**src/hw/fabric_config.svh**
```systemverilog
`ifndef FABRIC_CONFIG_SVH
`define FABRIC_CONFIG_SVH

// Bus address layout
`define FAB_APER_WIDTH      17              // Byte address width of the fabric bus
`define FAB_APER_SIZE       10              // Word address bits inside one 4 KB aperture

// Aperture base addresses, byte offsets
`define FAB_REG_BASE        17'h00000
`define FAB_RESERVED_BASE   17'h05000

// Fabric register block, byte offsets inside its window
`define FAB_ID_ADR          12'h000
`define FAB_REV_ADR         12'h004
`define FAB_SCRATCH_ADR     12'h008

`define FAB_DEVICE_ID       32'hABCD0200
`define FAB_REV_LEVEL       32'h00000100
`define FAB_SCRATCH_INIT    32'h12345678

// Undefined offset inside the register window
`define FAB_REG_DEF_VALUE   32'hFAB_DEF_AC

// Nothing mapped at this aperture
`define FAB_BAD_READ_VALUE  32'hBAD_FAB_AC

// Reserved block, byte offsets inside its window
`define RSV_CUST_PROD_ADR   12'h1F8
`define RSV_REVISIONS_ADR   12'h1FC

`define RSV_CUSTOMER_ID     8'h01
`define RSV_PRODUCT_ID      8'h00
`define RSV_MAJOR_REV       16'h0001
`define RSV_MINOR_REV       16'h0000

`define RSV_DEF_VALUE       32'hDEF_FAB_AC

// Bus timeout responder
`define BUS_TIMEOUT_WIDTH   3
`define BUS_TIMEOUT_CYCLES  7               // Stalled cycles before the forced ack

`endif

```
**src/hw/fabric_pkg.sv**
```systemverilog
`include "fabric_config.svh"

package fabric_pkg;

    // Data bus width of every target
    localparam int DATA_W = 32;

    // One bus request as driven by the master
    typedef struct packed {
        logic [`FAB_APER_WIDTH-1:0] adr;        // Byte address
        logic                       cyc;        // Cycle active
        logic                       stb;        // Transfer strobe
        logic                       we;         // Write enable
        logic                       rd;         // Read enable
        logic [DATA_W/8-1:0]        byte_stb;   // Byte lanes to write
        logic [DATA_W-1:0]          wr_dat;
    } bus_req_t;

    // Answer of one target, also used for the combined answer
    typedef struct packed {
        logic [DATA_W-1:0] rd_dat;
        logic              ack;                 // One-cycle pulse
    } bus_rsp_t;

    // Per-target chip selects
    typedef struct packed {
        logic fab_reg;      // Fabric register block
        logic reserved;     // Reserved block
    } target_sel_t;

endpackage

```
**src/hw/ref_clk_div12.sv**
```systemverilog
module ref_clk_div12 (
    input  logic bitclk_local,
    input  logic RST_IP_i,
    output logic ref_clk_o
);

    localparam logic [3:0] CNT_LAST = 4'd11;
    localparam logic [3:0] CNT_HALF = 4'd5;

    logic [3:0] div_cnt;

    // 0 1 2 3 4 5 6 7 8 9 A B  count
    // 0 0 0 0 0 0 1 1 1 1 1 1  output
    always_ff @(posedge bitclk_local or posedge RST_IP_i) begin
        if (RST_IP_i) begin
            div_cnt   <= 4'd0;
            ref_clk_o <= 1'b0;
        end else begin
            if (div_cnt == CNT_LAST) begin
                div_cnt <= 4'd0;    // Wrap after 12 states
            end else begin
                div_cnt <= div_cnt + 4'd1;
            end

            if (div_cnt == CNT_HALF || div_cnt == CNT_LAST) begin
                ref_clk_o <= ~ref_clk_o;
            end
        end
    end

    a_cnt_range: assert property (
        @(posedge bitclk_local) disable iff (RST_IP_i)
        div_cnt <= CNT_LAST
    ) else $error("ref_clk_div12: count left the 0..11 range");

endmodule

```
**src/hw/bus_aperture_decode.sv**
```systemverilog
`include "fabric_config.svh"

module bus_aperture_decode (
    input  fabric_pkg::bus_req_t    bus_req_i,
    input  fabric_pkg::bus_rsp_t    fab_rsp_i,
    input  fabric_pkg::bus_rsp_t    rsv_rsp_i,
    output fabric_pkg::target_sel_t sel_o,
    output fabric_pkg::bus_rsp_t    bus_rsp_o
);

    import fabric_pkg::*;

    // Aperture field is address bits 16:12
    localparam int AP_MSB = `FAB_APER_WIDTH - 1;
    localparam int AP_LSB = `FAB_APER_SIZE + 2;

    localparam logic [`FAB_APER_WIDTH-1:0] REG_BASE = `FAB_REG_BASE;
    localparam logic [`FAB_APER_WIDTH-1:0] RSV_BASE = `FAB_RESERVED_BASE;

    logic [AP_MSB:AP_LSB] aperture;
    logic [DATA_W-1:0]    rd_dat_mux;
    logic                 ack_any;

    assign aperture = bus_req_i.adr[AP_MSB:AP_LSB];

    // Chip selects
    assign sel_o.fab_reg  = bus_req_i.cyc && (aperture == REG_BASE[AP_MSB:AP_LSB]);
    assign sel_o.reserved = bus_req_i.cyc && (aperture == RSV_BASE[AP_MSB:AP_LSB]);

    // Timeout ack also arrives through the reserved block
    assign ack_any = fab_rsp_i.ack | rsv_rsp_i.ack;

    always_comb begin
        case (aperture)
            REG_BASE[AP_MSB:AP_LSB]: rd_dat_mux = fab_rsp_i.rd_dat;
            RSV_BASE[AP_MSB:AP_LSB]: rd_dat_mux = rsv_rsp_i.rd_dat;
            default:                 rd_dat_mux = `FAB_BAD_READ_VALUE;    // Unmapped aperture
        endcase

        // OR of the acks only works with one answer per cycle
        a_ack_exclusive: assert final (!(fab_rsp_i.ack && rsv_rsp_i.ack))
            else $error("bus_aperture_decode: both targets acknowledged");
    end

    assign bus_rsp_o = '{rd_dat: rd_dat_mux, ack: ack_any};

endmodule

```
**src/hw/fabric_id_regs.sv**
```systemverilog
`include "fabric_config.svh"

module fabric_id_regs (
    input  logic                 bitclk_local,
    input  logic                 RST_IP_i,
    input  fabric_pkg::bus_req_t bus_req_i,
    input  logic                 sel_i,
    output fabric_pkg::bus_rsp_t rsp_o
);

    import fabric_pkg::*;

    // Word address bits 11:2 inside the window
    localparam int WA_MSB = `FAB_APER_SIZE + 1;

    localparam logic [WA_MSB:0] ID_OFF      = `FAB_ID_ADR;
    localparam logic [WA_MSB:0] REV_OFF     = `FAB_REV_ADR;
    localparam logic [WA_MSB:0] SCRATCH_OFF = `FAB_SCRATCH_ADR;

    logic [WA_MSB:2]   word_adr;
    logic              access;
    logic              scratch_wr;
    logic              ack_q;
    logic [DATA_W-1:0] scratch_q;
    logic [DATA_W-1:0] rd_dat;

    assign word_adr = bus_req_i.adr[WA_MSB:2];

    // New transfer seen, not yet acknowledged
    assign access     = sel_i && bus_req_i.stb && !ack_q;
    assign scratch_wr = access && bus_req_i.we && (word_adr == SCRATCH_OFF[WA_MSB:2]);

    always_ff @(posedge bitclk_local or posedge RST_IP_i) begin
        if (RST_IP_i) begin
            ack_q <= 1'b0;
        end else begin
            ack_q <= access;    // One cycle after stb
        end
    end

    // Scratch register, byte writable
    always_ff @(posedge bitclk_local or posedge RST_IP_i) begin
        if (RST_IP_i) begin
            scratch_q <= `FAB_SCRATCH_INIT;
        end else if (scratch_wr) begin
            for (int b = 0; b < DATA_W/8; b++) begin
                if (bus_req_i.byte_stb[b]) begin
                    scratch_q[b*8 +: 8] <= bus_req_i.wr_dat[b*8 +: 8];
                end
            end
        end
    end

    // ID and revision are read only
    always_comb begin
        case (word_adr)
            ID_OFF[WA_MSB:2]:      rd_dat = `FAB_DEVICE_ID;
            REV_OFF[WA_MSB:2]:     rd_dat = `FAB_REV_LEVEL;
            SCRATCH_OFF[WA_MSB:2]: rd_dat = scratch_q;
            default:               rd_dat = `FAB_REG_DEF_VALUE;
        endcase
    end

    assign rsp_o = '{rd_dat: rd_dat, ack: ack_q};

    // Read data in the ack cycle needs the request still on the bus
    a_ack_held_req: assert property (
        @(posedge bitclk_local) disable iff (RST_IP_i)
        rsp_o.ack |-> (sel_i && bus_req_i.stb)
    ) else $error("fabric_id_regs: ack for a request no longer on the bus");

endmodule

```
**src/hw/reserved_id_regs.sv**
```systemverilog
`include "fabric_config.svh"

module reserved_id_regs (
    input  logic                 bitclk_local,
    input  logic                 RST_IP_i,
    input  fabric_pkg::bus_req_t bus_req_i,
    input  logic                 sel_i,
    input  logic                 bus_ack_i,
    output fabric_pkg::bus_rsp_t rsp_o
);

    import fabric_pkg::*;

    localparam int WA_MSB = `FAB_APER_SIZE + 1;

    localparam logic [WA_MSB:0] CUST_PROD_OFF = `RSV_CUST_PROD_ADR;
    localparam logic [WA_MSB:0] REVISIONS_OFF = `RSV_REVISIONS_ADR;

    localparam logic [`BUS_TIMEOUT_WIDTH-1:0] TO_LIMIT = `BUS_TIMEOUT_CYCLES;

    // Fixed ID words
    localparam logic [DATA_W-1:0] CUST_PROD_WORD =
        {16'h0000, `RSV_CUSTOMER_ID, `RSV_PRODUCT_ID};
    localparam logic [DATA_W-1:0] REVISIONS_WORD =
        {`RSV_MAJOR_REV, `RSV_MINOR_REV};

    logic [WA_MSB:2]                word_adr;
    logic                           bus_busy;
    logic                           reg_ack_q;
    logic                           to_ack_q;
    logic [`BUS_TIMEOUT_WIDTH-1:0]  to_cnt;
    logic [DATA_W-1:0]              rd_dat;

    assign word_adr = bus_req_i.adr[WA_MSB:2];
    assign bus_busy = bus_req_i.cyc && bus_req_i.stb;   // Any target, any aperture

    // Register ack, one cycle after stb
    always_ff @(posedge bitclk_local or posedge RST_IP_i) begin
        if (RST_IP_i) begin
            reg_ack_q <= 1'b0;
        end else begin
            reg_ack_q <= sel_i && bus_req_i.stb && !reg_ack_q;
        end
    end

    always_comb begin
        case (word_adr)
            CUST_PROD_OFF[WA_MSB:2]: rd_dat = CUST_PROD_WORD;
            REVISIONS_OFF[WA_MSB:2]: rd_dat = REVISIONS_WORD;
            default:                 rd_dat = `RSV_DEF_VALUE;
        endcase
    end

    // Timeout responder
    // Counts stalled cycles of the whole bus, forces an ack on the 8th
    always_ff @(posedge bitclk_local or posedge RST_IP_i) begin
        if (RST_IP_i) begin
            to_cnt   <= '0;
            to_ack_q <= 1'b0;
        end else begin
            to_ack_q <= 1'b0;
            if (!bus_busy || bus_ack_i) begin
                to_cnt <= '0;                   // Idle or answered
            end else if (to_cnt == TO_LIMIT) begin
                to_cnt   <= '0;
                to_ack_q <= 1'b1;
            end else begin
                to_cnt <= to_cnt + 1'b1;
            end
        end
    end

    assign rsp_o = '{rd_dat: rd_dat, ack: reg_ack_q | to_ack_q};

    // A mapped reserved access is answered long before the timeout
    a_ack_exclusive: assert property (
        @(posedge bitclk_local) disable iff (RST_IP_i)
        !(reg_ack_q && to_ack_q)
    ) else $error("reserved_id_regs: timeout ack with register ack");

endmodule

```
**src/hw/fabric_bus_top.sv**
```systemverilog
module fabric_bus_top (
    input  logic                 bitclk_local,
    input  logic                 RST_IP_i,
    input  fabric_pkg::bus_req_t bus_req_i,
    output fabric_pkg::bus_rsp_t bus_rsp_o,
    output logic                 ref_clk_o
);

    import fabric_pkg::*;

    target_sel_t target_sel;
    bus_rsp_t    fab_rsp;
    bus_rsp_t    rsv_rsp;

    // Selects, ack combine, read mux
    bus_aperture_decode u_decode (
        .bus_req_i (bus_req_i),
        .fab_rsp_i (fab_rsp),
        .rsv_rsp_i (rsv_rsp),
        .sel_o     (target_sel),
        .bus_rsp_o (bus_rsp_o)
    );

    fabric_id_regs u_fabric_regs (
        .bitclk_local (bitclk_local),
        .RST_IP_i     (RST_IP_i),
        .bus_req_i    (bus_req_i),
        .sel_i        (target_sel.fab_reg),
        .rsp_o        (fab_rsp)
    );

    // Also answers unmapped apertures
    reserved_id_regs u_reserved_regs (
        .bitclk_local (bitclk_local),
        .RST_IP_i     (RST_IP_i),
        .bus_req_i    (bus_req_i),
        .sel_i        (target_sel.reserved),
        .bus_ack_i    (bus_rsp_o.ack),      // Combined ack
        .rsp_o        (rsv_rsp)
    );

    ref_clk_div12 u_ref_clk_div (
        .bitclk_local (bitclk_local),
        .RST_IP_i     (RST_IP_i),
        .ref_clk_o    (ref_clk_o)
    );

endmodule

```
**config.mk**
```make
export PLATFORM = sky130hd
export DESIGN_NAME = fabric_bus_top
export DESIGN_NICKNAME = d
export VERILOG_FILES = /design/src/hw/fabric_pkg.sv /design/src/hw/ref_clk_div12.sv /design/src/hw/bus_aperture_decode.sv /design/src/hw/fabric_id_regs.sv /design/src/hw/reserved_id_regs.sv /design/src/hw/fabric_bus_top.sv
export VERILOG_INCLUDE_DIRS = /design/src /design/src/hw
export SDC_FILE = /design/constraint.sdc
export NUM_CORES = 1
export LEC_CHECK = 0
export BUFFER_PORTS_ARGS = -buffer_cell sky130_fd_sc_hd__buf_2
export CAP_MARGIN = 25
export CORE_MARGIN = 8
export CORE_UTILIZATION = 35
export DETAILED_ROUTE_END_ITERATION = 8
export PLACE_DENSITY = 0.67
export SLEW_MARGIN = 20
export SYNTH_ARGS = -nofsm -noshare
export SYNTH_HDL_FRONTEND = slang
export SYNTH_HIERARCHICAL = 1
export SYNTH_SLANG_ARGS = --single-unit
```
**constraint.sdc**
```tcl
create_clock -name bitclk_local -period 4.6 [get_ports bitclk_local]
set_clock_uncertainty 0.2 [all_clocks]
set_input_delay 0.46 -clock bitclk_local [delete_from_list [all_inputs] [get_ports bitclk_local]]
set_output_delay 0.46 -clock bitclk_local [all_outputs]
set_load 0.02 [all_outputs]
```
After elaboration in Yosys (flattened, before gate mapping)
Cells that the tools add are included.
W data, S select, Z words.
- bitwise operators: 3
- reduce and logical (&&, ||, !) cells: 20
- multiplexer cells: 8
- add/subtract/negate cells: 2
- equal/unequal tests: 8
- operators by type and width (cell ; count):
    $pmux W32 S2 ; 2
    $pmux W32 S3 ; 1
    $eq A10 B7 Y1 const B ; 2
    $eq A10 B1 Y1 const B ; 1
    $eq A10 B2 Y1 const B ; 1
    $logic_not A10 Y1 ; 1
    $logic_and A1 B1 Y1 ; 9
    $reduce_and A2 Y1 ; 4
    $mux W3 ; 2
    $eq A5 B3 Y1 const B ; 1
    $logic_not A5 Y1 ; 1
    $add A4 B1 Y4 const B ; 1
    $eq A4 B3 Y1 const B ; 1
    $eq A4 B4 Y1 const B ; 1
    $mux W4 ; 1
    $add A3 B1 Y3 const B ; 1
    $eq A3 B3 Y1 const B ; 1
    $logic_not A1 Y1 ; 3
    $logic_or A1 B1 Y1 ; 2
    $mux W1 ; 2
    $or A1 B1 Y1 ; 2
    $not A1 Y1 ; 1
- flip-flop bits (word level): 43
- bits of input ports: 59
- logic and storage cells: 51
- output and inout port bits: 34

Depth between registers and ports, before layout
- depth after elaboration: 7
- mapped depth: 8
- mapped depth without buffers: 5

Hierarchy
The synthesis kept the hierarchy.
- modules (own cells, without submodules) (module ; area an instance (um^2) ; cells each ; instances ; sequential area each (um^2)):
    fabric_id_regs ; 1697.9 ; 150 ; 1 ; 842.1
    bus_aperture_decode ; 790.8 ; 119 ; 1 ; 0.0
    reserved_id_regs ; 483.0 ; 51 ; 1 ; 125.1
    ref_clk_div12 ; 239.0 ; 22 ; 1 ; 125.1

Worst setup path after synthesis
OpenSTA, ideal clock, no wires.
- path kind: in2out
- from: in bus_req_i[47] (netlist name)
- to: out bus_rsp_o[27] (netlist name)
- data required time: 3940 ps
- path slack: 1669 ps
- data arrival time: 2271 ps
- buffers on the path: 2
- cell stages on the path: 7
- cells stage by stage: or4_1 buf_2 nor2_1 clkbuf_1 and3_1 or3b_1 a21oi_2
- RTL lines (element ; line ; source):
    start: declaration ; fabric_bus_top.sv:4 ; input fabric_pkg::bus_req_t bus_req_i,
    end: declaration ; fabric_bus_top.sv:5 ; output fabric_pkg::bus_rsp_t bus_rsp_o,

==> summary.md <==
| Metric | Value |
|---|---|
| Run status | finished, final reports clean |
| First-pass GRT wire length | 13.69 mm |
| Cts repair resizes | 0 |
| Synth Area in Compound Gates | 10.87% |
| Post-CTS Setup Inserts | 0 |
| Nets | 456 |
| RSZ-0062 raised after global routing | false |
| Clk root buf | clkbuf_8 |
| Critical path endpoint category | output pin |
| Final Hold Fails | 0 |
| Area leader, netlist | dfrtp_1 |
| CTS Buf Count | 5 |
| Setup-failing EPs final | 0 |
| Core ar. | 9065 µm² |
| Post-Synth Adder-Cell Area | 1.559% |
| Seq/Total Area, Yosys | 34.02% |
| Layout Cells excl Fill | 506 |
| Final RePlAce weighted congestion | 0.8044 |
| Crit path capture | bus_rsp_o[7] |
| Power Density | 199.7 nW/µm² |
| Crit-path cells | buf_2 -> or4_1 -> nor2_1 -> buf_4 -> and3_1 -> or3b_1 -> a21oi_2 -> buf_2 |
| Hold path depth | 2 |
| Vias in the first global route | 2747 |
| Mux cell area share after synthesis | 11.57% |
| GRT Total Usage | 13.47% |
| Maximum number of pins on one net before global-route repair | 66 |
| Final wirelength | 8.250 mm |
| Drt initial violations | 131 |
| Initial antenna violation count | 3 |
| FILL cells | 906 |
| CP bufs+invs | 3 |
| Worst-Skew Late Latency | 290 ps |
| Grt total ovfl | 0 |
| P_leak | 0.001734 µW |
| CP max FO | 29 |
| Final TNS setup | 0 ps |
| R2r worst-path depth | 3 |
| Synthesized instance count | 342 |
| Top_reg_cell synth | dfrtp_1 |
| Post-Syn Area | 3211 µm² |
| Distinct cells, synth | 46 |
| Final Max Tran Viols | 0 |
| Area fraction of the dominant cell type after synthesis | 23.38% |
| Largest stage delay on the critical path | 770 ps |
| CTS H-tree depth | 2 |
| Synth area leaders | dfrtp_1 (23%), mux2_2 (11%), dfstp_2 (11%) |
| Total power draw | 718.0 µW |
| Die Area | 12490 µm² |
| CP required | 3940 ps |
| Height of the die | 111.8 µm |
| XOR/XNOR share of the synthesized area | 0.5456% |
| Final antenna-violating net count | 0 |
| # port buffers | 89 |
| Async S/R FF share, synth | 100.0% |
| Critical Path Slowest Stage Cell | or4_1 |
| Crit. Startpoint | bus_req_i[51] |
| CP delay by family, top | simple AND/OR/NAND/NOR gates |
| Rows | 35 |
| Reg2reg start | u_fabric_regs/ack_q$_DFF_PP0_ |
| Max Root-Sink Buffers | 2 |
| Startpoint types | primary input |
| Vias per std cell | 5.047 |
| Synth Area in Simple Gates | 28.99% |
| Clk sinks | 43 |
| Synth Register Bits | 43 |
| # placed instances | 496 |
| Hold Slack | 189.6 ps |
| CTS tree | built |
| Commonest non-fill, non-tap cell in the layout | buf_2 |
| Drt first pass iters | 4 |
| Max Cap Viol | 0 |
| Post-synth EDFFs | 0 |
| FMAX | 0.2984 GHz |
| Commonest non-fill, non-tap cells in the layout | buf_2 (89), o21ai_0 (33), mux2_2 (31), dfrtp_1 (30), and3b_1 (23) |
| Hold WC Path Type | in -> reg |
| Synth warn | 6 |
| Synth Area per Inst | 9.388 µm² |
| CP Class | in -> out |
| # IOs | 93 |
| Die Wd | 111.8 µm |
| Clock transition at path regs | 80 ps |
| P&R area growth vs syn | 12.00% |
| Final Cell Area | 3596 µm² |
| Crit path depth | 8 |
| Worst Tran Pin Value | 710.1 ps |
| Starting Density | 35.42% |
| Final Cycle Share | 72.86% |
| WP data arrival | 2690 ps |
| Ratio of cells with drive above 1 in the final layout | 41.88% |
| Max-Slew Margin vs Limit | 52.51% |
| Tmin final | 3351 ps |
| Largest family of logic cells by synthesized area | simple AND/OR/NAND/NOR gates |
| Most used cell, CP | buf_2 |
| Placed inst area | 3486 µm² |
| Cts-stage hold buffer count | 1 |
| Reg2Reg Capture Point | u_fabric_regs/scratch_q[19]$_DFFE_PP0P_ |
| Total number of vias | 2554 |
| R2R Setup Slk | 2290 ps |
| DRC Markers | 0 |
| Peak supply drop | 0.08935 mV |
| WL per Instance | 16.30 µm |
| Placed wire-length estimate | 6.379 mm |
## logic make-up after synthesis
kind of cell,after synthesis
xor gates and xnor gates,2
other,1
AOI/OAI and AO/OA,59
DFF,43
adders and majority gates,4
and+or+nand+nor,135
muxes,33
buffers and inverters,65
## through the flow
step | setup slack (ps) | util (%)
5_1_grt | 1164 | 39.67
3_3_place_gp | 1169 | 38.45
4_1_cts | 1260 | 39.57
6_report | 1249 | 39.67
2_1_floorplan | 1669 | -
3_5_place_dp | 1159 | 38.45
## layout make-up
type / count / area [µm²] / share of cell area, %
Antenna cell: 1 / 2.502 / 0.06959
Clock buffer: 7 / 86.33 / 2.401
Clock inverter: 1 / 5.005 / 0.1392
Inverter: 7 / 26.28 / 0.7307
Multi-Input combinational cell: 242 / 1759 / 48.92
Sequential cell: 43 / 1092 / 30.38
Tap cell: 111 / 138.9 / 3.862
Timing Repair Buffer: 94 / 485.5 / 13.50
## worst reg2reg max path, cell delays in order, from the launching register on
cell and delay, ps:
dfrtp_1 400, nand4b_1 430, nor4_4 760, mux2_2 410
## state kept, by name, summed over array words and instances (netlist names)
signal / count
u_reserved_regs/reg_ack_q: 1
u_fabric_regs/ack_q: 1
u_fabric_regs/scratch_q: 32
u_reserved_regs/to_ack_q: 1
u_ref_clk_div/ref_clk_o: 1
u_reserved_regs/to_cnt: 3
u_ref_clk_div/div_cnt: 4
## cells in the mapped netlist, types with 11 or more instances
| master | count |
|---|---|
| and3b_1 | 23 |
| o21ai_0 | 33 |
| dfstp_2 | 13 |
| o21ai_1 | 11 |
| nor3_1 | 21 |
| buf_4 | 35 |
| clkbuf_1 | 12 |
| or3b_1 | 11 |
| mux2_2 | 31 |
| nand3_1 | 12 |
| nand2_1 | 15 |
| nor2_1 | 14 |
| dfrtp_1 | 30 |
## how the worst min path moves through the flow
stage / start / end
2_1_floorplan: RST_IP_i / u_ref_clk_div/div_cnt[0]$_DFF_PP0_
3_3_place_gp: RST_IP_i / u_reserved_regs/to_cnt[1]$_DFF_PP0_
3_5_place_dp: RST_IP_i / u_reserved_regs/to_cnt[2]$_DFF_PP0_
4_1_cts: bus_req_i[3] / u_fabric_regs/scratch_q[3]$_DFFE_PP1P_
5_1_grt: bus_req_i[3] / u_fabric_regs/scratch_q[3]$_DFFE_PP1P_
6_report: bus_req_i[3] / u_fabric_regs/scratch_q[3]$_DFFE_PP1P_
## power breakdown
group	switching (µW)	internal [µW]	leakage (µW)
sequential	0.581	379	0.000548
clock	127	121	0.0000482
combinational	58.3	32.0	0.00114
## per-layer routing
metal / track usage [%] / vias to the layer above / part of all wire (%)
met2: 21.32 / 64 / 45
met5: 0 / - / 0.27
met4: 7.293 / 4 / 3.1
met1: 16.00 / 1182 / 44
met3: 4.113 / 20 / 6.9
li1: - / 1284 / -
(Power assumes the default switching activity.)
